**config.mk**
```make
export PLATFORM = sky130hd
export DESIGN_NAME = simd_latency_pipe
export DESIGN_NICKNAME = d
export VERILOG_FILES = /design/src/simd_pkg.sv /design/src/simd_latency_pipe.sv
export VERILOG_INCLUDE_DIRS = /design/src /design/src/src
export SDC_FILE = /design/constraint.sdc
export NUM_CORES = 2
export LEC_CHECK = 0
export BUFFER_PORTS_ARGS = -buffer_cell sky130_fd_sc_hd__buf_4
export CELL_PAD_IN_SITES_DETAIL_PLACEMENT = 0
export CELL_PAD_IN_SITES_GLOBAL_PLACEMENT = 1
export CORE_ASPECT_RATIO = 0.8
export CORE_UTILIZATION = 41
export DETAILED_ROUTE_END_ITERATION = 8
export PLACE_DENSITY = 0.75
export SLEW_MARGIN = 20
export SYNTH_ARGS = -nofsm -noshare
export SYNTH_HDL_FRONTEND = slang
export SYNTH_SLANG_ARGS = --single-unit
```
**constraint.sdc**
```tcl
create_clock -name clk_i -period 1.45 [get_ports clk_i]
set_input_delay 0.145 -clock clk_i [delete_from_list [all_inputs] [get_ports clk_i]]
set_output_delay 0.145 -clock clk_i [all_outputs]
set_load 0.01 [all_outputs]
```
**src/simd_params.svh**
```systemverilog
`ifndef SIMD_PARAMS_SVH
`define SIMD_PARAMS_SVH

// Vector geometry
`define SIMD_VLEN 128
`define SIMD_ELEN 64
`define SIMD_LANES 2

// One mask bit per element at SEW 8
`define SIMD_VM_W 16

// Latency classes in cycles
`define SIMD_LAT_ALU 1
`define SIMD_LAT_MUL 2
`define SIMD_MAX_LAT 3  // VMUL at SEW 64

`endif

```
**src/simd_pkg.sv**
```systemverilog
`default_nettype none
`include "simd_params.svh"

package simd_pkg;

typedef logic [`SIMD_VLEN-1:0] vreg_t;
typedef logic [`SIMD_ELEN-1:0] lane_t;
typedef logic [`SIMD_VM_W-1:0] vmask_t;
typedef logic [63:0]           xreg_t;
typedef logic [4:0]            reg_idx_t;
typedef logic [1:0]            lat_t;

typedef enum logic [1:0] {
    SEW_8,
    SEW_16,
    SEW_32,
    SEW_64
} sew_e;

typedef enum logic [2:0] {
    VADD,
    VSUB,
    VAND,
    VOR,
    VXOR,
    VMUL,
    VMERGE,
    VMV_X_S
} vop_e;

typedef struct packed {
    logic              valid;
    vop_e              op;
    sew_e              sew;
    logic              is_opvx;     // Vector-scalar form
    logic              is_opvi;     // Vector-immediate form
    logic              use_mask;
    reg_idx_t          vd;
    reg_idx_t          rd;
    vreg_t             data_vs1;
    vreg_t             data_vs2;
    vreg_t             data_old_vd;
    vmask_t            data_vm;
    xreg_t             data_rs1;
    logic signed [4:0] imm;
} simd_issue_t;

// Operands of one 64-bit lane, m holds one bit per element of the lane
typedef struct packed {
    lane_t                   a;
    lane_t                   b;
    logic [`SIMD_ELEN/8-1:0] m;
} lane_ops_t;

typedef struct packed {
    logic     valid;
    reg_idx_t vd;
    vreg_t    vresult;
} wb_vec_t;

typedef struct packed {
    logic     valid;
    reg_idx_t rd;
    xreg_t    result;
} wb_scalar_t;

endpackage

`default_nettype wire

```
**src/simd_latency_pipe.sv**
```systemverilog
`default_nettype none
`include "simd_params.svh"

module simd_latency_pipe
    import simd_pkg::*;
(
    input  wire              clk_i,
    input  wire              rstn_i,
    input  wire simd_issue_t instruction_i,
    input  wire vreg_t       lane_res_i,
    output simd_issue_t      done_o,
    output vreg_t            done_res_o
);

typedef struct packed {
    simd_issue_t instr;
    vreg_t       res;
} pipe_entry_t;

lat_t                   issue_lat;
logic [`SIMD_MAX_LAT:1] tail_vld;
pipe_entry_t            tail [1:`SIMD_MAX_LAT];

always_comb begin
    if (instruction_i.op != VMUL) begin
        issue_lat = lat_t'(`SIMD_LAT_ALU);
    end else if (instruction_i.sew == SEW_64) begin
        issue_lat = lat_t'(`SIMD_MAX_LAT);
    end else begin
        issue_lat = lat_t'(`SIMD_LAT_MUL);
    end
end

// One shift track per latency class, track d holds d slots
for (genvar d = 1; d <= `SIMD_MAX_LAT; d++) begin : g_track
    logic         push;
    logic [d-1:0] vld_q;
    pipe_entry_t  slot_q [d];

    assign push = instruction_i.valid && (issue_lat == lat_t'(d));

    always_ff @(posedge clk_i or negedge rstn_i) begin
        if (!rstn_i) begin
            vld_q <= '0;
        end else begin
            vld_q[0] <= push;
            for (int s = 1; s < d; s++) begin
                vld_q[s] <= vld_q[s-1];
            end
        end
    end

    always_ff @(posedge clk_i) begin
        if (push) begin
            slot_q[0] <= '{instr: instruction_i, res: lane_res_i};
        end
        for (int s = 1; s < d; s++) begin
            slot_q[s] <= slot_q[s-1];
        end
    end

    assign tail_vld[d] = vld_q[d-1];
    assign tail[d]     = slot_q[d-1];
end

// Walk from the deepest track down so the shortest one wins a collision
always_comb begin
    done_o     = '0;
    done_res_o = '0;
    for (int d = `SIMD_MAX_LAT; d >= 1; d--) begin
        if (tail_vld[d]) begin
            done_o     = tail[d].instr;
            done_res_o = tail[d].res;
        end
    end
end

endmodule

`default_nettype wire

```
==> flow_metrics.py <==
metrics = {
    "hold_path": {
        "worstHoldPathType": "primary input to register",
        "hold_path_end": "g_track[2].slot_q[0][377]$_DFFE_PP_",
        "whs_path_depth": 2,
        "hp-start": "instruction_i[249]",
    },
    "setup_path": {
        "r2r-start": "g_track[3].slot_q[0][459]$_DFFE_PP_",
        "slowest_delay_ns": 0.52,
        "reg2reg_slack_ns": 0.87,
        "crit_top_cell": "buf_12",
        "crit_chain": "buf_12 -> buf_16 -> buf_12 -> buf_12 -> nor2b_1 -> a21oi_1 -> buf_4",
        "crit_path_start_kind": "register",
        "reg2reg_to": "g_track[3].slot_q[0][1075]$_DFF_P_",
        "r2r_cells": 0,
        "cp-end-kind": "output pin",
        "critPathArrivalTime_ns": 2.60,
        "worstPathMaxFanout": 35,
        "critPathRequiredTime_ns": 1.31,
        "crit_slowest_cell": "dfrtp_4",
        "critPathKind": "register to output pin",
    },
    "timing": {
        "slew_headroom": 0.645,
        "slew_viol_final": 0,
        "setup_viol": 1030,
        "worstMarginPinSlew_ns": 0.530,
        "fin_crit_ns": 2.75,
        "post-route-period-util": 1.89,
        "clock_skew_ns": 0.0501,
        "worst_slack_ns": -1.30,
        "grt_setup_unrepaired": "true",
        "hold_slack_ns": 0.0753,
        "fmax_mhz": 364,
        "hold_viol_final": 0,
        "setup_tns_ns": -731.85,
    },
    "synth": {
        "syn_inst": 6516,
        "ys_seq_area_frac": 0.845,
        "netlist_area_sq_um": 110000,
        "synth_seq_cells": 3702,
        "yosysWarningCount": 0,
        "syn_avg_cell_area_sq_um": 16.8,
        "syn-num-nets": 7134,
        "yosys.cell_types.count": 19,
    },
    "clocking": {
        "cts_sinks": 3702,
        "cts_max_path_buffers": 4,
        "insertion_delay_ns": 0.87,
        "htreeDepth": 5,
        "clk_pin_slew_ns": 0.06,
        "cts_tree": "done",
        "numCtsBuffers": 346,
        "root_buffer": "clkbuf_16",
    },
    "floorplanning": {
        "die_w_microns": 580,
        "io_pins": 1234,
        "dieArea_sq_um": 269000,
        "fp-row-count": 169,
        "start_util": 0.413,
        "core_region_area_sq_um": 265000,
        "die_h_microns": 464,
    },
    "detailed_routing": {
        "wl_per_cell_microns": 22.7,
        "drt_first_pass_iters": 5,
        "vias_per_cell": 4.87,
        "routed_wl_mm": 296,
        "drc": 0,
        "vias": 63787,
        "drtIter0Drc": 4573,
        "drtAntennaViolNets": 0,
    },
    "layout": {
        "utilization": 0.569,
        "nets": 9850,
        "synthToLayoutAreaGrowth_pct": 37.9,
        "drive_gt1_frac": 0.271,
        "final_cell_mix": "edfxtp_1, dfxtp_1, buf_4",
    },
    "global_routing": {
        "met1_usage": 0.257,
        "overflow": 0,
        "grt.busiest_layer": "met2",
        "grt_pass1_wl_mm": 423,
        "grt_pass1_vias": 64681,
        "grt.met3_usage": 0.0546,
        "track_usage": 0.209,
        "antenna_found_initial": 82,
        "grt_max_degree": 47,
        "grt_util_met2": 0.350,
    },
    "pwr": {
        "seq_power_share": 0.514,
        "pwr-share-clk": 0.415,
        "power_density_nw_per_um2": 1470,
        "p_sw_frac": 0.215,
        "p_switching_mw": 47.6,
        "p_comb_frac": 0.071,
        "internal_power_mw": 174,
        "max-vdd-ir-drop_mv": 1.34,
        "cellLeakagePower_nw": 56.2,
    },
    "status": {
        "status": "finished with violations",
        "violations": "negative setup slack",
    },
    "placed_design": {
        "gp_congestion": 0.874,
        "port_buffers": 1233,
        "dp_hpwl_mm": 188,
    },
    "flow_run": {
        "drv_cap": 0,
    },
}
-- layer usage --
metal  up-vias  part of all wire  wire length [microns]
met5         -           0.00062                    184
met4        32             0.043                  12600
met3       574             0.075                  22100
met2      2181              0.48                 144000
met1     31998              0.40                 118000
li1      29002                 -                      -
-- critical path, delay by kind of cell (launching register included) --
family                 cells  cell delay, ns
AOI/OAI and AO/OA          1            0.15
and+or+nand+nor            1            0.14
buffers and inverters      5            0.84
DFF                        1            0.52
-- per-stage QoR --
stage,area [sq um],power (mW),std cells,setup WS (ns)
floorplan,110000,121,6516,-10.07
global placement,126000,128,11339,-0.997
detailed placement,126000,128,11339,-0.711
CTS,149000,222,12984,-1.39
global route,151000,228,13061,-1.41
finish,151000,221,13087,-1.30
-- flip-flops by register name, indices dropped and copies added (netlist names) --
name,count
g_track.slot_q,3696
g_track.vld_q,6
-- Yosys cell counts --
| library cell | instances | area, sq um |
|---|---|---|
| nand4b_1 | 1 | 8.76 |
| buf_6 | 77 | 867 |
| buf_4 | 37 | 278 |
| buf_12 | 2 | 40.0 |
| a31oi_1 | 1 | 6.26 |
| dfxtp_1 | 1848 | 37000 |
| a21oi_2 | 11 | 96.3 |
| buf_1 | 2 | 7.51 |
| nand2_1 | 1 | 3.75 |
| nor2_1 | 1 | 3.75 |
| nand3b_1 | 616 | 4620 |
| inv_1 | 2 | 7.51 |
| buf_2 | 141 | 706 |
| edfxtp_1 | 1848 | 55500 |
| nor2b_1 | 616 | 3850 |
| a21oi_1 | 1222 | 6120 |
| dfrtp_1 | 6 | 150 |
| clkbuf_1 | 83 | 312 |
| buf_8 | 1 | 15.0 |
-- final cells by class --
| class | count | area (sq um) |
|---|---|---|
| Inverter | 2 | 7.51 |
| Timing Repair Buffer | 2711 | 26100 |
| Clock buffer | 480 | 9830 |
| Antenna cell | 57 | 143 |
| Multi-Input combinational cell | 2469 | 16100 |
| Sequential cell | 3702 | 92700 |
| Clock inverter | 161 | 1840 |
| Fill cell | 19604 | 114000 |
| Tap cell | 3505 | 4390 |
-- what timing repair did --
item                                     CTS  global route
hold buffers                             962             2
pin swaps                                 20            16
gates cloned                              24            23
endpoints found under the setup margin   616           796
gates resized for setup                  261           267
endpoints found under the hold margin   1881             5
buffers inserted                          18            29
-- worst max path at each step --
| stage | start | endpoint | cells past startpoint | slack, ns |
|---|---|---|---|---|
| final | g_track[1].vld_q$_DFF_PN0_ | done_o[90] | 7 | -1.30 |
| after CTS | g_track[2].vld_q[1]$_DFF_PN0_ | done_o[437] | 5 | -1.39 |
| after detailed placement | instruction_i[485] | g_track[2].slot_q[0][557]$_DFFE_PP_ | 5 | -0.71 |
| after floorplan | instruction_i[484] | g_track[1].vld_q$_DFF_PN0_ | 1 | -10.07 |
| after global placement | g_track[2].vld_q[1]$_DFF_PN0_ | done_o[437] | 5 | -1.0 |
| after global routing | g_track[2].vld_q[1]$_DFF_PN0_ | done_o[464] | 7 | -1.41 |
-- logic make-up after synthesis --
logic type             synth area share
flip-flops                        0.845
AND/OR/NAND/NOR                  0.0775
AO/OA/AOI/OAI                    0.0567
buffers and inverters            0.0204
-- power groups by stage --
| stage | combinational (mW) | clock [mW] | sequential [mW] |
|---|---|---|---|
| detailed placement | 11.8 | 0 | 116 |
| global route | 16.4 | 97.7 | 114 |
| global placement | 11.7 | 0 | 116 |
| CTS | 15.0 | 93.2 | 114 |
| finish | 15.6 | 91.9 | 114 |
| floorplan | 4.46 | 0 | 116 |
(Power assumes the default switching activity.)
