### config.mk
export PLATFORM = sky130hd
export DESIGN_NAME = simd_writeback
export DESIGN_NICKNAME = d
export VERILOG_FILES = /design/src/simd_pkg.sv /design/src/simd_writeback.sv
export VERILOG_INCLUDE_DIRS = /design/src /design/src/src
export SDC_FILE = /design/constraint.sdc
export NUM_CORES = 1
export LEC_CHECK = 0
export ABC_AREA = 1
export BUFFER_PORTS_ARGS = -buffer_cell sky130_fd_sc_hd__buf_2
export CORE_AREA = 3 3 319 321
export DETAILED_ROUTE_END_ITERATION = 6
export DIE_AREA = 0 0 322 324
export SYNTH_ARGS = -nofsm -noshare
export SYNTH_HDL_FRONTEND = slang
export SYNTH_SLANG_ARGS = --single-unit
### constraint.sdc
create_clock -name vclk -period 1.2
set_input_delay 0.18 -clock vclk [all_inputs]
set_output_delay 0.18 -clock vclk [all_outputs]
set_load 0.01 [all_outputs]
### src/simd_params.svh
`ifndef SIMD_PARAMS_SVH
`define SIMD_PARAMS_SVH

// Vector geometry
`define SIMD_VLEN 128
`define SIMD_ELEN 64
`define SIMD_LANES 2

// One mask bit per element at SEW 8
`define SIMD_VM_W 16

// Latency classes in cycles
`define SIMD_LAT_ALU 1
`define SIMD_LAT_MUL 2
`define SIMD_MAX_LAT 3  // VMUL at SEW 64

`endif

### src/simd_pkg.sv
`default_nettype none
`include "simd_params.svh"

package simd_pkg;

typedef logic [`SIMD_VLEN-1:0] vreg_t;
typedef logic [`SIMD_ELEN-1:0] lane_t;
typedef logic [`SIMD_VM_W-1:0] vmask_t;
typedef logic [63:0]           xreg_t;
typedef logic [4:0]            reg_idx_t;
typedef logic [1:0]            lat_t;

typedef enum logic [1:0] {
    SEW_8,
    SEW_16,
    SEW_32,
    SEW_64
} sew_e;

typedef enum logic [2:0] {
    VADD,
    VSUB,
    VAND,
    VOR,
    VXOR,
    VMUL,
    VMERGE,
    VMV_X_S
} vop_e;

typedef struct packed {
    logic              valid;
    vop_e              op;
    sew_e              sew;
    logic              is_opvx;     // Vector-scalar form
    logic              is_opvi;     // Vector-immediate form
    logic              use_mask;
    reg_idx_t          vd;
    reg_idx_t          rd;
    vreg_t             data_vs1;
    vreg_t             data_vs2;
    vreg_t             data_old_vd;
    vmask_t            data_vm;
    xreg_t             data_rs1;
    logic signed [4:0] imm;
} simd_issue_t;

// Operands of one 64-bit lane, m holds one bit per element of the lane
typedef struct packed {
    lane_t                   a;
    lane_t                   b;
    logic [`SIMD_ELEN/8-1:0] m;
} lane_ops_t;

typedef struct packed {
    logic     valid;
    reg_idx_t vd;
    vreg_t    vresult;
} wb_vec_t;

typedef struct packed {
    logic     valid;
    reg_idx_t rd;
    xreg_t    result;
} wb_scalar_t;

endpackage

`default_nettype wire

### src/simd_writeback.sv
`default_nettype none
`include "simd_params.svh"

module simd_writeback
    import simd_pkg::*;
(
    input  wire simd_issue_t done_i,
    input  wire vreg_t       done_res_i,
    output wb_vec_t          wb_vec_o,
    output wb_scalar_t       wb_scalar_o
);

localparam int VBYTES = `SIMD_VLEN / 8;

logic [VBYTES-1:0] byte_en;
vreg_t             keep_data;
vreg_t             merged;
xreg_t             elem0;
logic              is_mv;

// Expand the element mask into one enable per byte
always_comb begin
    byte_en = '1;
    if (done_i.use_mask) begin
        for (int i = 0; i < VBYTES; i++) begin
            case (done_i.sew)
                SEW_8:   byte_en[i] = done_i.data_vm[i];
                SEW_16:  byte_en[i] = done_i.data_vm[i/2];
                SEW_32:  byte_en[i] = done_i.data_vm[i/4];
                default: byte_en[i] = done_i.data_vm[i/8];
            endcase
        end
    end
end

always_comb begin
    if (done_i.op == VMERGE) begin
        keep_data = done_i.data_vs2;
    end else begin
        keep_data = done_i.data_old_vd;
    end
    for (int i = 0; i < VBYTES; i++) begin
        merged[i*8 +: 8] = byte_en[i] ? done_res_i[i*8 +: 8] : keep_data[i*8 +: 8];
    end
end

// Element 0 of vs2, sign-extended to XLEN
always_comb begin
    case (done_i.sew)
        SEW_8:   elem0 = {{56{done_res_i[7]}}, done_res_i[7:0]};
        SEW_16:  elem0 = {{48{done_res_i[15]}}, done_res_i[15:0]};
        SEW_32:  elem0 = {{32{done_res_i[31]}}, done_res_i[31:0]};
        default: elem0 = done_res_i[63:0];
    endcase
end

assign is_mv = (done_i.op == VMV_X_S);

assign wb_vec_o = '{
    valid:   done_i.valid && !is_mv,
    vd:      done_i.vd,
    vresult: merged
};

assign wb_scalar_o = '{
    valid:  done_i.valid && is_mv,
    rd:     done_i.rd,
    result: elem0
};

endmodule

`default_nettype wire

==> results.cfg, run 1 <==
[outcome]
run_status = finished, violations left
failed_checks = setup timing

[synthesis]
syn_nets = 1738
synth-compound-area-share_pct = 14.43
yosys.area_share.simple_pct = 65.57
synth_top_family_by_area = simple AND/OR/NAND/NOR gates
synth_xor_xnor_area_share_pct = 0
syn_inst = 1122
synth_area_sq_mm = 0.005306
yosysSeqAreaShare_pct = 0
muxShareOfSynthArea_pct = 0
synth_cell_types = 21
synth_fa_ha_area_share_pct = 0
synth_area_per_cell_sq_um = 4.729
yosys_warnings = 0

[grt]
antenna_found_initial = 38
grt_pass1_wl_um = 90660
grt_pass1_vias = 10090
globalRouteTotalUtil_pct = 13.00
grt-ovfl-total = 0
grt_max_degree = 36

[placed_design]
dp.final_hpwl_um = 62140
dpl_cell_area_sq_mm = 0.01064
dp_cells = 3021
gp_congestion = 0.8031
port_buffers = 601

[sta]
final_max_slew_viol_count = 0
finalCritPeriodShare_pct = 136.9
rsz0062_at_grt = true
hold_viol_final = 0
slew_headroom_pct = 67.86
finalCriticalPeriod_ns = 1.643
worst_slew_pin_slew_ns = 0.4821
setup_viol = 186
fmax_mhz = 608.7
worst_slack_ns = -0.4430
tns_ns = -68.27

[worst_setup_path]
worstPathRequired_ns = 1.02
worst_path_most_repeated_cell = buf_12
critical-path-top-delay-family = buffers and inverters
startpoint_type = input pin
endpoint_kind = output pin
path_buf_inv = 6
max_stage_delay_ns = 0.20
critical_path.slowest_cell = clkbuf_16
critical_path.cell_chain = buf_12 > nor2_4 > buf_12 > buf_8 > nand2_4 > nand2_4 > nor2_4 > buf_12 > clkbuf_16 > nand2_1 > buf_2
critPathMaxFanout = 16
arrival_ns = 1.46
cp-startpoint = done_i[482]
criticalPathCategory = in -> out
crit_cells = 11

[die]
die-area_sq_mm = 0.1043
core_sq_mm = 0.09957
ios = 820
rows = 116
start_util_pct = 5.329
fp.dieW_um = 322
die_y_um = 324

[power]
power_mw = 7.147
power_leakage_nw = 7.368
vdd_drop_max_uv = 215.8
powerDensity_mw_per_mm2 = 500.9

[final_layout]
final_common_cell = buf_2
drive_gt1_share_pct = 60.95
area_growth_pct = 168.9
final_nets = 2385
nFlopsAndLatches = 0
final_core_util_pct = 14.33
mostFrequentLayoutCells = 494 x buf_2, 343 x nand2_1, 110 x buf_6
nClkBuffers = 0
postLayoutCellArea_sq_mm = 0.01427
stdcell_count = 3079
seq_area_sq_um = 0

[run]
drv_cap = 0

[cts]
holdBufCountCts = 0

[routing]
wirelength_um = 74480
drtIter0Drc = 358
vias = 10630
avgRoutedWirePerCell_um = 24.19
drc = 0
via_per_inst = 3.452
first_pass_iters = 4
ant_nets = 0

[hold_path]
hold-path-cell-count = 0
hp-start = done_i[478]
hold_class = in -> out
hold_end = wb_vec_o[132]
==> Yosys cell counts <==
cell type	number	area share [%]
nand4_1	108	13
nand3_4	2	0.66
nand2_4	1	0.21
nor2_4	6	1.3
o21ai_0	35	3.3
a21oi_1	16	1.5
nor2_2	9	1.1
buf_6	12	2.5
inv_2	7	0.50
o21bai_1	64	9.1
nor3_1	1	0.094
o21ai_1	6	0.57
nand2_1	524	37
clkbuf_1	23	1.6
nand2_2	4	0.47
buf_2	38	3.6
nand3_1	111	10
nand3_2	4	0.75
nor2_1	11	0.78
inv_1	114	8.1
buf_4	26	3.7
==> power breakdown <==
part           total (mW)  internal, mW  switching [mW]
sequential              0             0               0
combinational        7.15          3.09            4.06
clock          0.00000152    0.00000152               0
==> routing by layer <==
metal	global-route usage (%)	wire length (um)	vias to the layer above
met5	0	239	-
met4	2.523	2220	36
met3	3.731	5818	137
met2	21.08	31970	604
met1	17.18	34240	4894
li1	-	-	4957
==> per-stage QoR <==
stage | setup WS (ns) | hold slack [ns]
6_report | -0.4430 | 0.3600
5_1_grt | -0.5197 | 0.3600
4_1_cts | -0.5008 | 0.3601
3_5_place_dp | -0.8669 | 0.3601
3_3_place_gp | -0.8380 | 0.3601
2_1_floorplan | -0.03679 | 0.4471
==> logic make-up (layout without fill, tap and decap cells) <==
group	Yosys count	in the layout
simple gates	781	781
buf+inv	220	865
compound gates	121	121
other cells	0	14
==> area by class of cell <==
class,count,area [sq um]
fillers,11460,85300
multi-input cells,902,6098
repair buffers,744,6003
well taps,1298,1624
inverters,121,509.2
diodes,14,35.03
==> worst max-delay path by stage <==
stage                 endpoint
2_1_floorplan  wb_scalar_o[21]
3_3_place_gp      wb_vec_o[69]
3_5_place_dp      wb_vec_o[21]
4_1_cts           wb_vec_o[13]
5_1_grt        wb_scalar_o[39]
6_report       wb_scalar_o[46]
==> what timing repair did <==
action | CTS | global route
cloned | 17 | 5
pin swaps | 73 | 68
gates resized for setup | 512 | 205
endpoints found under the setup margin | 186 | 186
buffers inserted | 17 | 10
No activity file was read; power rests on OpenSTA's default activity.
==> run 2: changes to the inputs <==
Settings changed: ABC_AREA 1 to unset, BUFFER_PORTS_ARGS -buffer_cell sky130_fd_sc_hd__buf_2 to -buffer_cell sky130_fd_sc_hd__clkbuf_2, CORE_AREA 3 3 319 321 to 10 10 314 316, DIE_AREA 0 0 322 324 to 0 0 324 326.
==> results.cfg, run 2 <==
[die]
die_y_um = 326
ios = 820
start_util_pct = 4.528
core_sq_mm = 0.09249
die-area_sq_mm = 0.1056
fp.dieW_um = 324
rows = 112

[grt]
antenna_found_initial = 29
globalRouteTotalUtil_pct = 11.48
grt-ovfl-total = 0
grt_pass1_wl_um = 79450
grt_max_degree = 33
grt_pass1_vias = 7306

[synthesis]
synth_area_per_cell_sq_um = 9.649
syn_nets = 1050
syn_inst = 434
synth_common_cells = 242 x mux2_2, 47 x a21o_1, 19 x buf_4, 19 x nand2_1
yosys_warnings = 0
synthTopCellsByArea = mux2_2 65%, a21o_1 8.4%, o32ai_4 7.9%
synth_most_common_cell = mux2_2
synth_top_cell_by_area = mux2_2
synth_area_sq_mm = 0.004188
synth_cell_types = 22
yosysTopAreaCellShare_pct = 65.07
yosysSeqAreaShare_pct = 0

[sta]
final_max_slew_viol_count = 0
worst_slack_ns = -0.7963
finalCritPeriodShare_pct = 166.4
setup_viol = 184
finalCriticalPeriod_ns = 1.996
rsz0062_at_grt = true
hold_viol_final = 0
slew_headroom_pct = 77.81
tns_ns = -112.10
fmax_mhz = 500.9
worst_slew_pin_slew_ns = 0.3294

[hold_path]
hp-start = done_i[474]
hold_class = in -> out

[power]
combPwrFrac_pct = 100.0
power.switching_mw = 2.666
internal_power_mw = 2.828
power_leakage_nw = 5.642
power_frac_seq_pct = 0
swShare_pct = 48.52
powerDensity_mw_per_mm2 = 495.4
vdd_drop_max_uv = 187.2
clkPwrFrac_pct = 0

[final_layout]
seq_area_sq_um = 0
drive_gt1_share_pct = 90.99
area_growth_pct = 164.8
final_nets = 1695
fillers = 10630
nFlopsAndLatches = 0
final_common_cell = clkbuf_2
mostFrequentLayoutCells = 504 x clkbuf_2, 136 x mux2_4, 107 x mux2_2
nClkBuffers = 0

[routing]
first_pass_iters = 4
drtIter0Drc = 157
vias = 6540
drc = 0
avgRoutedWirePerCell_um = 28.77
ant_nets = 0
wirelength_um = 65650
via_per_inst = 2.866

[placed_design]
port_buffers = 601
dp.final_hpwl_um = 60900
dp_slack_ns = -0.8428
gp_congestion = 0.8825

[worst_setup_path]
criticalPathCategory = in -> out
critPathMaxFanout = 9
worstPathRequired_ns = 1.02
startpoint_type = input pin
endpoint_kind = output pin
cp-startpoint = done_i[484]
arrival_ns = 1.82

[outcome]
failed_checks = setup timing
run_status = finished, violations left

[run]
drv_cap = 0

[cts]
holdBufCountCts = 0
[run 2: power groups by stage]
stage,Sequential [mW],Combinational [mW],Clock [mW]
finish,0,5.49,0.000000908
global route,0,5.82,0
CTS,0,5.45,0
detailed placement,0,4.78,0
global placement,0,4.77,0
floorplan,0,1.93,0
[run 2: cells by family after synthesis]
family	synth area share, %
AND/OR/NAND/NOR	5.736
multiplexers	67.58
AO/OA/AOI/OAI	19.27
buffers and inverters	7.409
[run 2: layout make-up]
class | count | area (sq um) | area share [%]
inverters | 2 | 7.507 | 0.06770
multi-input cells | 380 | 4542 | 40.96
repair buffers | 695 | 5022 | 45.29
well taps | 1197 | 1498 | 13.51
diodes | 8 | 20.02 | 0.1805
[run 2: path summary, 6_finish.rpt]
kind,endpoint,slack [ns],cells after the start
min,wb_vec_o[128],0.36,0
max,wb_vec_o[30],-0.80,8
[run 2: per-layer routing]
metal | vias to the layer above | global-route usage [%] | share of wire [%] | wire [um]
met5 | - | 0 | 0.39 | 253
met4 | 38 | 0.6584 | 0.96 | 632
met3 | 56 | 4.204 | 9.9 | 6510
met2 | 451 | 19.71 | 46 | 30530
met1 | 3067 | 14.11 | 42 | 27730
li1 | 2928 | - | - | -
[run 2: worst max-delay path, stage by stage]
cell,delay (ns)
clkbuf_2,0.09
nand3b_1,0.15
buf_6,0.14
buf_12,0.17
buf_12,0.17
mux2_2,0.34
mux2_2,0.32
clkbuf_4,0.18
[run 2: per-stage QoR]
| stage | instances | power (mW) | hold slack [ns] | util [%] | instance area (sq um) |
|---|---|---|---|---|---|
| after detailed placement | 2246 | 4.781 | 0.3601 | 10.26 | 9485 |
| after global placement | 2246 | 4.772 | 0.3601 | 10.26 | 9485 |
| after floorplan | 434 | 1.932 | 0.4471 | - | 4487 |
| after CTS | 2265 | 5.454 | 0.3601 | 11.62 | 10740 |
| after global routing | 2274 | 5.817 | 0.3600 | 11.97 | 11070 |
| final | 2282 | 5.494 | 0.3600 | 11.99 | 11090 |
[run 2: timing repair]
item / 4_1_cts / 5_1_grt
buffers inserted: 14 / 11
cloned: 5 / 3
setup endpoints to repair: 184 / 184
gates resized for setup: 252 / 103
pin swaps: 15 / 8
