### src/simd_params.svh
`ifndef SIMD_PARAMS_SVH
`define SIMD_PARAMS_SVH

// Vector geometry
`define SIMD_VLEN 128
`define SIMD_ELEN 64
`define SIMD_LANES 2

// One mask bit per element at SEW 8
`define SIMD_VM_W 16

// Latency classes in cycles
`define SIMD_LAT_ALU 1
`define SIMD_LAT_MUL 2
`define SIMD_MAX_LAT 3  // VMUL at SEW 64

`endif

### src/simd_pkg.sv
`default_nettype none
`include "simd_params.svh"

package simd_pkg;

typedef logic [`SIMD_VLEN-1:0] vreg_t;
typedef logic [`SIMD_ELEN-1:0] lane_t;
typedef logic [`SIMD_VM_W-1:0] vmask_t;
typedef logic [63:0]           xreg_t;
typedef logic [4:0]            reg_idx_t;
typedef logic [1:0]            lat_t;

typedef enum logic [1:0] {
    SEW_8,
    SEW_16,
    SEW_32,
    SEW_64
} sew_e;

typedef enum logic [2:0] {
    VADD,
    VSUB,
    VAND,
    VOR,
    VXOR,
    VMUL,
    VMERGE,
    VMV_X_S
} vop_e;

typedef struct packed {
    logic              valid;
    vop_e              op;
    sew_e              sew;
    logic              is_opvx;     // Vector-scalar form
    logic              is_opvi;     // Vector-immediate form
    logic              use_mask;
    reg_idx_t          vd;
    reg_idx_t          rd;
    vreg_t             data_vs1;
    vreg_t             data_vs2;
    vreg_t             data_old_vd;
    vmask_t            data_vm;
    xreg_t             data_rs1;
    logic signed [4:0] imm;
} simd_issue_t;

// Operands of one 64-bit lane, m holds one bit per element of the lane
typedef struct packed {
    lane_t                   a;
    lane_t                   b;
    logic [`SIMD_ELEN/8-1:0] m;
} lane_ops_t;

typedef struct packed {
    logic     valid;
    reg_idx_t vd;
    vreg_t    vresult;
} wb_vec_t;

typedef struct packed {
    logic     valid;
    reg_idx_t rd;
    xreg_t    result;
} wb_scalar_t;

endpackage

`default_nettype wire

### src/simd_operand_prep.sv
`default_nettype none
`include "simd_params.svh"

module simd_operand_prep
    import simd_pkg::*;
(
    input  wire simd_issue_t             instruction_i,
    output lane_ops_t [`SIMD_LANES-1:0] lane_ops_o
);

xreg_t scalar_src;
vreg_t scalar_rep;
vreg_t vs1_sel;

always_comb begin
    if (instruction_i.is_opvx) begin
        scalar_src = instruction_i.data_rs1;
    end else begin
        scalar_src = {{($bits(xreg_t)-5){instruction_i.imm[4]}}, instruction_i.imm};
    end

    // Fill the whole vector with the scalar at the element width
    case (instruction_i.sew)
        SEW_8:   scalar_rep = {(`SIMD_VLEN/8){scalar_src[7:0]}};
        SEW_16:  scalar_rep = {(`SIMD_VLEN/16){scalar_src[15:0]}};
        SEW_32:  scalar_rep = {(`SIMD_VLEN/32){scalar_src[31:0]}};
        default: scalar_rep = {(`SIMD_VLEN/64){scalar_src}};
    endcase

    if (instruction_i.is_opvx || instruction_i.is_opvi) begin
        vs1_sel = scalar_rep;
    end else begin
        vs1_sel = instruction_i.data_vs1;
    end
end

always_comb begin
    for (int l = 0; l < `SIMD_LANES; l++) begin
        lane_ops_o[l].a = vs1_sel[l*`SIMD_ELEN +: `SIMD_ELEN];
        lane_ops_o[l].b = instruction_i.data_vs2[l*`SIMD_ELEN +: `SIMD_ELEN];
        lane_ops_o[l].m = '1;  // Every element active when unmasked
        if (instruction_i.use_mask) begin
            case (instruction_i.sew)
                SEW_8:   lane_ops_o[l].m = instruction_i.data_vm[l*8 +: 8];
                SEW_16:  lane_ops_o[l].m = {4'b0, instruction_i.data_vm[l*4 +: 4]};
                SEW_32:  lane_ops_o[l].m = {6'b0, instruction_i.data_vm[l*2 +: 2]};
                default: lane_ops_o[l].m = {7'b0, instruction_i.data_vm[l]};
            endcase
        end
    end
end

endmodule

`default_nettype wire

### config.mk
export PLATFORM = sky130hd
export DESIGN_NAME = simd_operand_prep
export DESIGN_NICKNAME = d
export VERILOG_FILES = /design/src/simd_pkg.sv /design/src/simd_operand_prep.sv
export VERILOG_INCLUDE_DIRS = /design/src /design/src/src
export SDC_FILE = /design/constraint.sdc
export NUM_CORES = 1
export LEC_CHECK = 0
export BUFFER_PORTS_ARGS = -buffer_cell sky130_fd_sc_hd__buf_2
export CAP_MARGIN = 20
export CORE_AREA = 2 2 296 298
export DETAILED_ROUTE_END_ITERATION = 10
export DIE_AREA = 0 0 298 300
export PLACE_DENSITY_LB_ADDON = 0.25
export SLEW_MARGIN = 10
export SYNTH_ARGS = -nofsm -noshare
export SYNTH_HDL_FRONTEND = slang
export SYNTH_SLANG_ARGS = --single-unit
export TNS_END_PERCENT = 10
### constraint.sdc
create_clock -name vclk -period 4.4
set_clock_uncertainty 0.1 [all_clocks]
set_input_delay 1.1 -clock vclk [all_inputs]
set_output_delay 1.1 -clock vclk [all_outputs]
set_load 0.01 [all_outputs]
==> results of run 1 <==
==> cells by family (layout without fill, tap and decap cells) <==
logic type | after synthesis | after routing | share of synthesized area, %
AND/OR/NAND/NOR | 202 | 202 | 23.48
other | 0 | 2 | 0
buffers and inverters | 186 | 418 | 31.82
multiplexers | 31 | 31 | 10.41
AO/OA/AOI/OAI | 196 | 196 | 34.29
==> layer usage <==
layer / wire length [um] / global-route usage, % / share of wire [%]
met3: 3596 / 2.703 / 9.4
met4: 1355 / 2.178 / 3.5
met2: 17480 / 13.73 / 46
met5: 131 / 0.7937 / 0.34
met1: 15660 / 9.468 / 41
==> placed cells by master, fill, tap and decap left out, types with 2 or more instances in the layout <==
cell      synthesis  layout
inv_1             4       4
a21boi_0          2       2
o21a_1            9       9
mux4_2            8       8
o21ai_0          20      20
o22ai_1           4       4
a211oi_1         13      13
and3_1            2       2
nor3_2            1       2
nor2b_1           4       3
nor3_1           10       9
buf_2            25     360
a21oi_2           0       2
o211a_1           2       2
a311oi_1          4       4
nor2_1           43      43
o211ai_1          2       2
a31oi_1           7       7
diode_2           0       2
nand2b_1         19      19
mux2_2           10      10
and2_1           12      12
o31ai_1           4       4
a21o_1           82      82
o221a_2           3       3
nand3_1           3       3
a21oi_1          29      27
a22oi_1           2       2
nor4b_2           2       2
a311o_1           3       3
a211oi_2          2       2
nand2_1          90      90
buf_4           142      48
nor3b_1           5       5
mux2i_1          12      12
buf_12            0       5
==> metrics by stage <==
stage,instances,worst slack (ns)
2_1_floorplan,615,0.8397
5_1_grt,2002,0.01172
3_3_place_gp,2002,-0.001666
6_report,2004,0.2189
4_1_cts,2002,0.007276
3_5_place_dp,2002,0.004362
==> final cells by class <==
type,count,area (um^2),area share (%)
tap,1155,1445,22.04
multi-input combinational,429,2826,43.10
timing repair buffer,413,2262,34.50
inverter,5,18.77,0.2862
antenna,2,5.005,0.07632
==> worst max path at each step <==
stage	from	end	slack (ns)	cells after the start
6_report	instruction_i[481]	lane_ops_o[100]	0.22	7
5_1_grt	instruction_i[481]	lane_ops_o[236]	0.01	7
4_1_cts	instruction_i[482]	lane_ops_o[86]	0.007	6
3_5_place_dp	instruction_i[482]	lane_ops_o[86]	0.004	6
3_3_place_gp	instruction_i[482]	lane_ops_o[86]	-0.002	6
2_1_floorplan	instruction_i[482]	lane_ops_o[265]	0.84	5
==> critical path: stages <==
cell and delay (ns):
buf_4 0.23, buf_12 0.20, a21oi_2 0.70, a211oi_1 0.16, o22ai_1 0.33, nand2_1 0.08, buf_2 0.15
==> Yosys cell counts (3+ instances only) <==
| library cell | n | share of area [%] |
|---|---|---|
| a211oi_1 | 13 | 2.4 |
| a21o_1 | 82 | 15 |
| a21oi_1 | 29 | 3.5 |
| a311o_1 | 3 | 0.73 |
| a311oi_1 | 4 | 0.85 |
| a31oi_1 | 7 | 1.1 |
| and2_1 | 12 | 1.8 |
| buf_2 | 25 | 3.0 |
| buf_4 | 142 | 26 |
| buf_6 | 6 | 1.6 |
| clkbuf_1 | 8 | 0.73 |
| inv_1 | 4 | 0.37 |
| mux2_2 | 10 | 2.7 |
| mux2i_1 | 12 | 2.9 |
| mux4_2 | 8 | 4.4 |
| nand2_1 | 90 | 8.2 |
| nand2b_1 | 19 | 2.9 |
| nand3_1 | 3 | 0.37 |
| nor2_1 | 43 | 3.9 |
| nor2b_1 | 4 | 0.61 |
| nor3_1 | 10 | 1.2 |
| nor3b_1 | 5 | 0.91 |
| o21a_1 | 9 | 1.6 |
| o21ai_0 | 20 | 2.4 |
| o221a_2 | 3 | 0.82 |
| o22ai_1 | 4 | 0.61 |
| o31ai_1 | 4 | 0.73 |
==> what timing repair did <==
action	in CTS	in global routing
resized for setup	0	1
setup endpoints to repair	0	1
endpoints found under the hold margin	0	0
==> where the power goes <==
group	internal, uW	total (uW)	switching (uW)
Combinational	348	817	469
Sequential	0	0	0
Clock	0.0000500	0.0000500	0
==> flow_metrics.py, run 1 <==
metrics = {
    "power_and_ir_drop": {
        "power_leakage_uw": 0.003149,
        "p_total_uw": 816.7,
        "vdd_drop_max_uv": 50.40,
        "power_density_nw_per_um2": 124.5,
    },
    "cells_and_area": {
        "nFillCells": 10390,
        "regArea_um2": 0,
        "drive_gt1_share_pct": 54.07,
        "area_growth_pct": 59.59,
        "nFlopsAndLatches": 0,
        "final_cell_area_um2": 6558,
        "nNetsFinal": 1337,
        "clkbuf_count": 0,
        "post-route-util_pct": 7.606,
    },
    "grt": {
        "grt_pass1_wl_um": 48850,
        "grt.total_usage_pct": 8.021,
        "grt_pass1_vias": 5430,
        "grt_start_max_net_pins": 33,
        "antenna_found_initial": 13,
        "grt_overflow_total": 0,
    },
    "worst_hold_path": {
        "hold_path_depth": 0,
        "hp-class": "input pin to output pin",
        "min_to": "lane_ops_o[160]",
        "min-delay-start": "instruction_i[293]",
    },
    "timing": {
        "worstMarginPinSlew_ns": 0.9715,
        "fin_crit_ns": 4.181,
        "slew_headroom_pct": 35.23,
        "fin_setup_tns_ns": 0,
        "whs_ns": 2.100,
        "rsz0062_at_grt": "false",
        "period_share_pct": 95.03,
        "hold_viol": 0,
        "slew_violations": 0,
        "clock.fmax_mhz": 239.2,
        "setup_violations": 0,
    },
    "floorplan": {
        "fp.dieH_um": 300,
        "die-area_um2": 89400,
        "fp.coreArea_um2": 86210,
        "ios": 760,
        "die_w_um": 298,
        "rows": 108,
        "start_util_pct": 4.766,
    },
    "critical_path": {
        "crit_arrival_ns": 2.98,
        "critical_path_class": "input pin to output pin",
        "cp_data_required_time_ns": 3.20,
        "critPathMaxFanout": 22,
        "start_kind": "input pin",
        "end_kind": "output pin",
    },
    "placed_design": {
        "io_buffers": 362,
        "gp_congestion": 0.7400,
        "hpwl_um": 34710,
        "placed_cell_area_um2": 6548,
    },
    "synth": {
        "yosysWarningCount": 0,
        "syn_nets": 1103,
        "ys_seq_area_share_pct": 0,
        "syn_area_um2": 4109,
        "synth_cells": 615,
        "avgSynthCellArea_um2": 6.681,
        "yosysUniqueCellTypes": 55,
    },
    "routing": {
        "vias_per_cell": 2.670,
        "wl_um": 38230,
        "detail_route.wl_per_cell_um": 19.07,
        "drtIter0Drc": 221,
        "drtAntennaViolNets": 0,
        "vias": 5350,
        "first_pass_iters": 4,
        "drc_errors": 0,
    },
    "clock_tree": {
        "post_cts_buffers": 0,
        "holdBufCountCts": 0,
    },
    "outcome": {
        "status": "finished, final reports clean",
    },
    "flow_run": {
        "max_cap_viol_count": 0,
    },
}
Note: power is estimated with default switching activity, not from simulation.
==> inputs of run 2 (changes only) <==
Settings changed: GPL_TIMING_DRIVEN set to 0.
==> flow_metrics.py, run 2 (synthesis gave the netlist of run 1 again) <==
metrics = {
    "clock_tree": {
        "post_cts_buffers": 0,
        "holdBufCountCts": 0,
    },
    "routing": {
        "drc_errors": 0,
        "wl_um": 48640,
        "drtIter0Drc": 220,
        "vias": 6422,
        "vias_per_cell": 2.835,
        "drtAntennaViolNets": 0,
        "detail_route.wl_per_cell_um": 21.47,
        "first_pass_iters": 4,
    },
    "grt": {
        "grt.total_usage_pct": 10.18,
        "antenna_found_initial": 33,
        "grt_pass1_vias": 6423,
        "grt_overflow_total": 0,
        "grt_pass1_wl_um": 60460,
        "grt_start_max_net_pins": 11,
    },
    "timing": {
        "fin_setup_tns_ns": 0,
        "fin_crit_ns": 4.331,
        "setup_slack_ns": 0.06941,
        "rsz0062_at_grt": "true",
        "slew_headroom_pct": 32.78,
        "period_share_pct": 98.42,
        "worstMarginPinSlew_ns": 1.008,
        "hold_viol": 0,
        "setup_violations": 0,
        "clock.fmax_mhz": 230.9,
        "slew_violations": 0,
    },
    "placed_design": {
        "place_ws_ns": -0.3542,
        "dp.cells": 2257,
        "hpwl_um": 44020,
        "io_buffers": 486,
        "gp_congestion": 0.7356,
    },
    "critical_path": {
        "crit_arrival_ns": 3.13,
        "cpPeakStageDelay_ns": 0.78,
        "critPathMaxFanout": 10,
        "cp_slowest_cell": "o31ai_1",
        "cp_num_cells": 7,
        "critical_path_class": "input pin to output pin",
        "cp_top_family": "compound AO/OA/AOI/OAI gates",
        "cp_data_required_time_ns": 3.20,
        "end_kind": "output pin",
        "cp_common_cell": "buf_2",
        "crit_buf_inv": 3,
        "start_kind": "input pin",
        "crit_path_cell_trace": "buf_2 -> nor2b_1 -> buf_2 -> o31ai_1 -> a21oi_1 -> a21o_1 -> buf_2",
    },
    "floorplan": {
        "rows": 108,
        "die_w_um": 298,
        "start_util_pct": 4.766,
        "ios": 760,
        "fp.dieH_um": 300,
        "die-area_um2": 89400,
        "fp.coreArea_um2": 86210,
    },
    "worst_hold_path": {
        "hold_path_depth": 2,
        "hp-class": "input pin to output pin",
    },
    "cells_and_area": {
        "area_growth_pct": 96.47,
        "final_cell_mix": "510 x buf_2, 142 x buf_4, 90 x nand2_1, 82 x a21o_1, 43 x nor2_1",
        "nFlopsAndLatches": 0,
        "drive_gt1_share_pct": 64.25,
        "post-route-util_pct": 9.364,
        "fin_cells": 2265,
        "nNetsFinal": 1592,
        "layout.cells.most_common": "buf_2",
        "clkbuf_count": 0,
        "nFillCells": 10320,
        "regArea_um2": 0,
    },
    "outcome": {
        "status": "finished, final reports clean",
    },
    "flow_run": {
        "max_cap_viol_count": 0,
    },
}
-- run 2: changes by cell type in the layout (fill, tap and decap cells not counted), sizes merged --
cell,delta
diode,+6
clkbuf,+9
buf,+246
-- run 2: layout make-up --
cell class / count / area (um^2) / share of cell area, %
multi-input combinational: 429 / 2849 / 35.29
tap: 1155 / 1445 / 17.90
inverter: 5 / 18.77 / 0.2325
antenna: 8 / 20.02 / 0.2480
buffer: 181 / 1292 / 16.01
timing repair buffer: 487 / 2447 / 30.32
-- run 2: what timing repair did --
item | 4_1_cts | 5_1_grt
setup endpoints to repair | 13 | 10
gates resized for setup | 8 | 4
pin swaps | 0 | 0
-- run 2: per-layer routing --
| layer | GRT usage, % | share of wire [%] |
|---|---|---|
| met4 | 1.244 | 1.7 |
| met1 | 12.32 | 41 |
| met2 | 17.09 | 46 |
| met3 | 4.393 | 12 |
| met5 | 0 | 0.24 |
-- run 2: worst paths after layout --
path,start,endpoint,slack (ns)
hold / removal,instruction_i[250],lane_ops_o[45],2.28
setup / recovery,instruction_i[4],lane_ops_o[96],0.07
-- run 2: stage by stage --
step / instance area, um^2 / hold slack [ns]
final: 8073 / 2.283
after floorplan: 4109 / 2.174
after global placement: 7986 / 2.284
after detailed placement: 8001 / 2.284
after global routing: 8058 / 2.286
after CTS: 8040 / 2.284
==> inputs of run 3 (changes only) <==
Settings changed: ABC_AREA set to 1, CORE_AREA 2 2 296 298 to 2 2 294 296, DIE_AREA 0 0 298 300 to 0 0 296 298.
==> flow_metrics.py, run 3 <==
metrics = {
    "grt": {
        "grt.total_usage_pct": 10.44,
        "grt_pass1_wl_um": 60840,
        "grt_start_max_net_pins": 11,
        "grt_overflow_total": 0,
        "grt_pass1_vias": 6594,
        "antenna_found_initial": 40,
    },
    "floorplan": {
        "ios": 760,
        "rows": 107,
        "start_util_pct": 4.465,
        "die-area_um2": 88210,
        "fp.coreArea_um2": 84880,
        "fp.dieH_um": 298,
        "die_w_um": 296,
    },
    "synth": {
        "avgSynthCellArea_um2": 4.726,
        "yosysWarningCount": 0,
        "ys_seq_area_share_pct": 0,
        "syn_area_um2": 3790,
        "synth_most_common_cell": "nand2_1",
        "synth_cells": 802,
        "ys_top_cells_by_area": "nand2_1 52%, buf_4 26%, nand3_1 5.0%",
        "yosysUniqueCellTypes": 18,
        "syn_nets": 1290,
        "synth_top_area_share_pct": 51.90,
        "ys_top_cells_by_count": "524 x nand2_1, 132 x buf_4, 38 x nand3_1",
        "yosysTopAreaCell": "nand2_1",
    },
    "power_and_ir_drop": {
        "switching_share_pct": 61.46,
        "combPwrFrac_pct": 100.0,
        "power_switching_uw": 609.0,
        "seqPwrFrac_pct": 0,
        "internal_power_uw": 381.9,
        "p_clk_share_pct": 0,
        "power_leakage_uw": 0.004512,
        "power_density_nw_per_um2": 128.2,
        "vdd_drop_max_uv": 32.01,
        "p_total_uw": 990.9,
    },
    "critical_path": {
        "critical_path_class": "input pin to output pin",
        "cp_data_required_time_ns": 3.20,
        "crit_path_cell_trace": "buf_2 -> buf_2 -> o21ai_0 -> nand2_2 -> nand3_1 -> nand3_1 -> nand2_1 -> buf_2",
        "cp_top_family": "compound AO/OA/AOI/OAI gates",
        "cp_slowest_cell": "o21ai_0",
        "start_kind": "input pin",
        "crit_buf_inv": 3,
        "cp_common_cell": "buf_2",
        "cpPeakStageDelay_ns": 0.91,
        "critPathMaxFanout": 10,
        "crit_arrival_ns": 3.10,
        "end_kind": "output pin",
    },
    "placed_design": {
        "gp_congestion": 0.7911,
        "io_buffers": 490,
        "dp.cells": 2436,
        "placed_cell_area_um2": 7674,
        "hpwl_um": 43870,
    },
    "routing": {
        "first_pass_iters": 4,
        "detail_route.wl_per_cell_um": 20.06,
        "wl_um": 49050,
        "drc_errors": 0,
        "drtAntennaViolNets": 0,
        "vias": 6780,
        "vias_per_cell": 2.773,
        "drtIter0Drc": 245,
    },
    "timing": {
        "clock.fmax_mhz": 232.3,
        "whs_ns": 2.284,
        "hold_viol": 0,
        "worstMarginPinSlew_ns": 1.105,
        "slew_headroom_pct": 25.57,
        "setup_violations": 0,
        "slew_violations": 0,
        "fin_crit_ns": 4.304,
        "period_share_pct": 97.83,
    },
    "worst_hold_path": {
        "min-delay-start": "instruction_i[261]",
        "hold_path_depth": 2,
        "hp-class": "input pin to output pin",
        "min_to": "lane_ops_o[56]",
    },
    "cells_and_area": {
        "drive_gt1_share_pct": 51.78,
        "layout.cells.most_common": "nand2_1",
        "clkbuf_count": 0,
        "nFillCells": 10240,
        "fin_cells": 2445,
        "final_cell_mix": "520 x nand2_1, 508 x buf_2, 133 x buf_4, 38 x nand3_1, 17 x inv_1",
        "post-route-util_pct": 9.104,
        "regArea_um2": 0,
        "area_growth_pct": 103.9,
        "nNetsFinal": 1782,
        "final_cell_area_um2": 7727,
        "nFlopsAndLatches": 0,
    },
    "flow_run": {
        "max_cap_viol_count": 0,
    },
    "clock_tree": {
        "holdBufCountCts": 0,
        "post_cts_buffers": 0,
    },
    "outcome": {
        "status": "finished, final reports clean",
    },
}
==> run 3: changes by cell type after synthesis, moves of 13 or more <==
cell,previous run,this run
a21oi_1,29,6
inv_1,4,17
nand2b_1,19,0
nand4_1,0,16
nand3_1,3,38
nand2_1,90,524
a211oi_1,13,0
a21o_1,82,0
nor2_1,43,1
==> run 3: repair_timing <==
item	4_1_cts	5_1_grt
resized for setup	7	7
gates cloned	0	0
setup endpoints to repair	28	15
==> run 3: through the flow <==
stage	setup TNS, ns	setup WS, ns
after global placement	-5.945	-0.6239
final	0	0.09559
after detailed placement	-2.930	-0.2715
after CTS	-0.01248	-0.01234
after floorplan	0	1.168
after global routing	-0.02933	-0.02177
==> run 3: kinds of logic (layout without fill, tap and decap cells) <==
family,after synthesis,count (layout),synth area share (%)
AOI/OAI and AO/OA,27,27,4.160
other,0,9,0
buffers and inverters,191,681,35.09
and+or+nand+nor,584,584,60.75
==> run 3: layer usage <==
metal | track usage, % | part of all wire, % | wire (um) | vias up
met2 | 18.53 | 47 | 23100 | 435
li1 | - | - | - | 3324
met4 | 0.6253 | 1.2 | 573 | 34
met1 | 11.96 | 38 | 18880 | 2919
met3 | 4.588 | 13 | 6287 | 68
met5 | 0 | 0.43 | 209 | -
==> run 3: how the worst max path moves through the flow <==
| stage | startpoint | end | depth (start not counted) |
|---|---|---|---|
| 2_1_floorplan | instruction_i[481] | lane_ops_o[259] | 7 |
| 3_3_place_gp | instruction_i[481] | lane_ops_o[259] | 9 |
| 3_5_place_dp | instruction_i[481] | lane_ops_o[270] | 10 |
| 4_1_cts | instruction_i[481] | lane_ops_o[270] | 10 |
| 5_1_grt | instruction_i[481] | lane_ops_o[258] | 10 |
| 6_report | instruction_i[481] | lane_ops_o[121] | 8 |
==> run 3: area by class of cell <==
type,count,area [um^2],share of cell area [%]
antenna,9,22.52,0.2915
multi-input combinational,611,2479,32.08
tap,1144,1431,18.52
buffer,172,1271,16.45
timing repair buffer,490,2452,31.74
inverter,19,71.32,0.9229
==> run 3: power groups by stage <==
stage               combinational, uW  sequential, uW  clock (uW)
global placement                 1030               0           0
global route                     1100               0   0.0000304
CTS                              1030               0           0
detailed placement               1020               0           0
finish                            991               0    0.000271
floorplan                         460               0           0
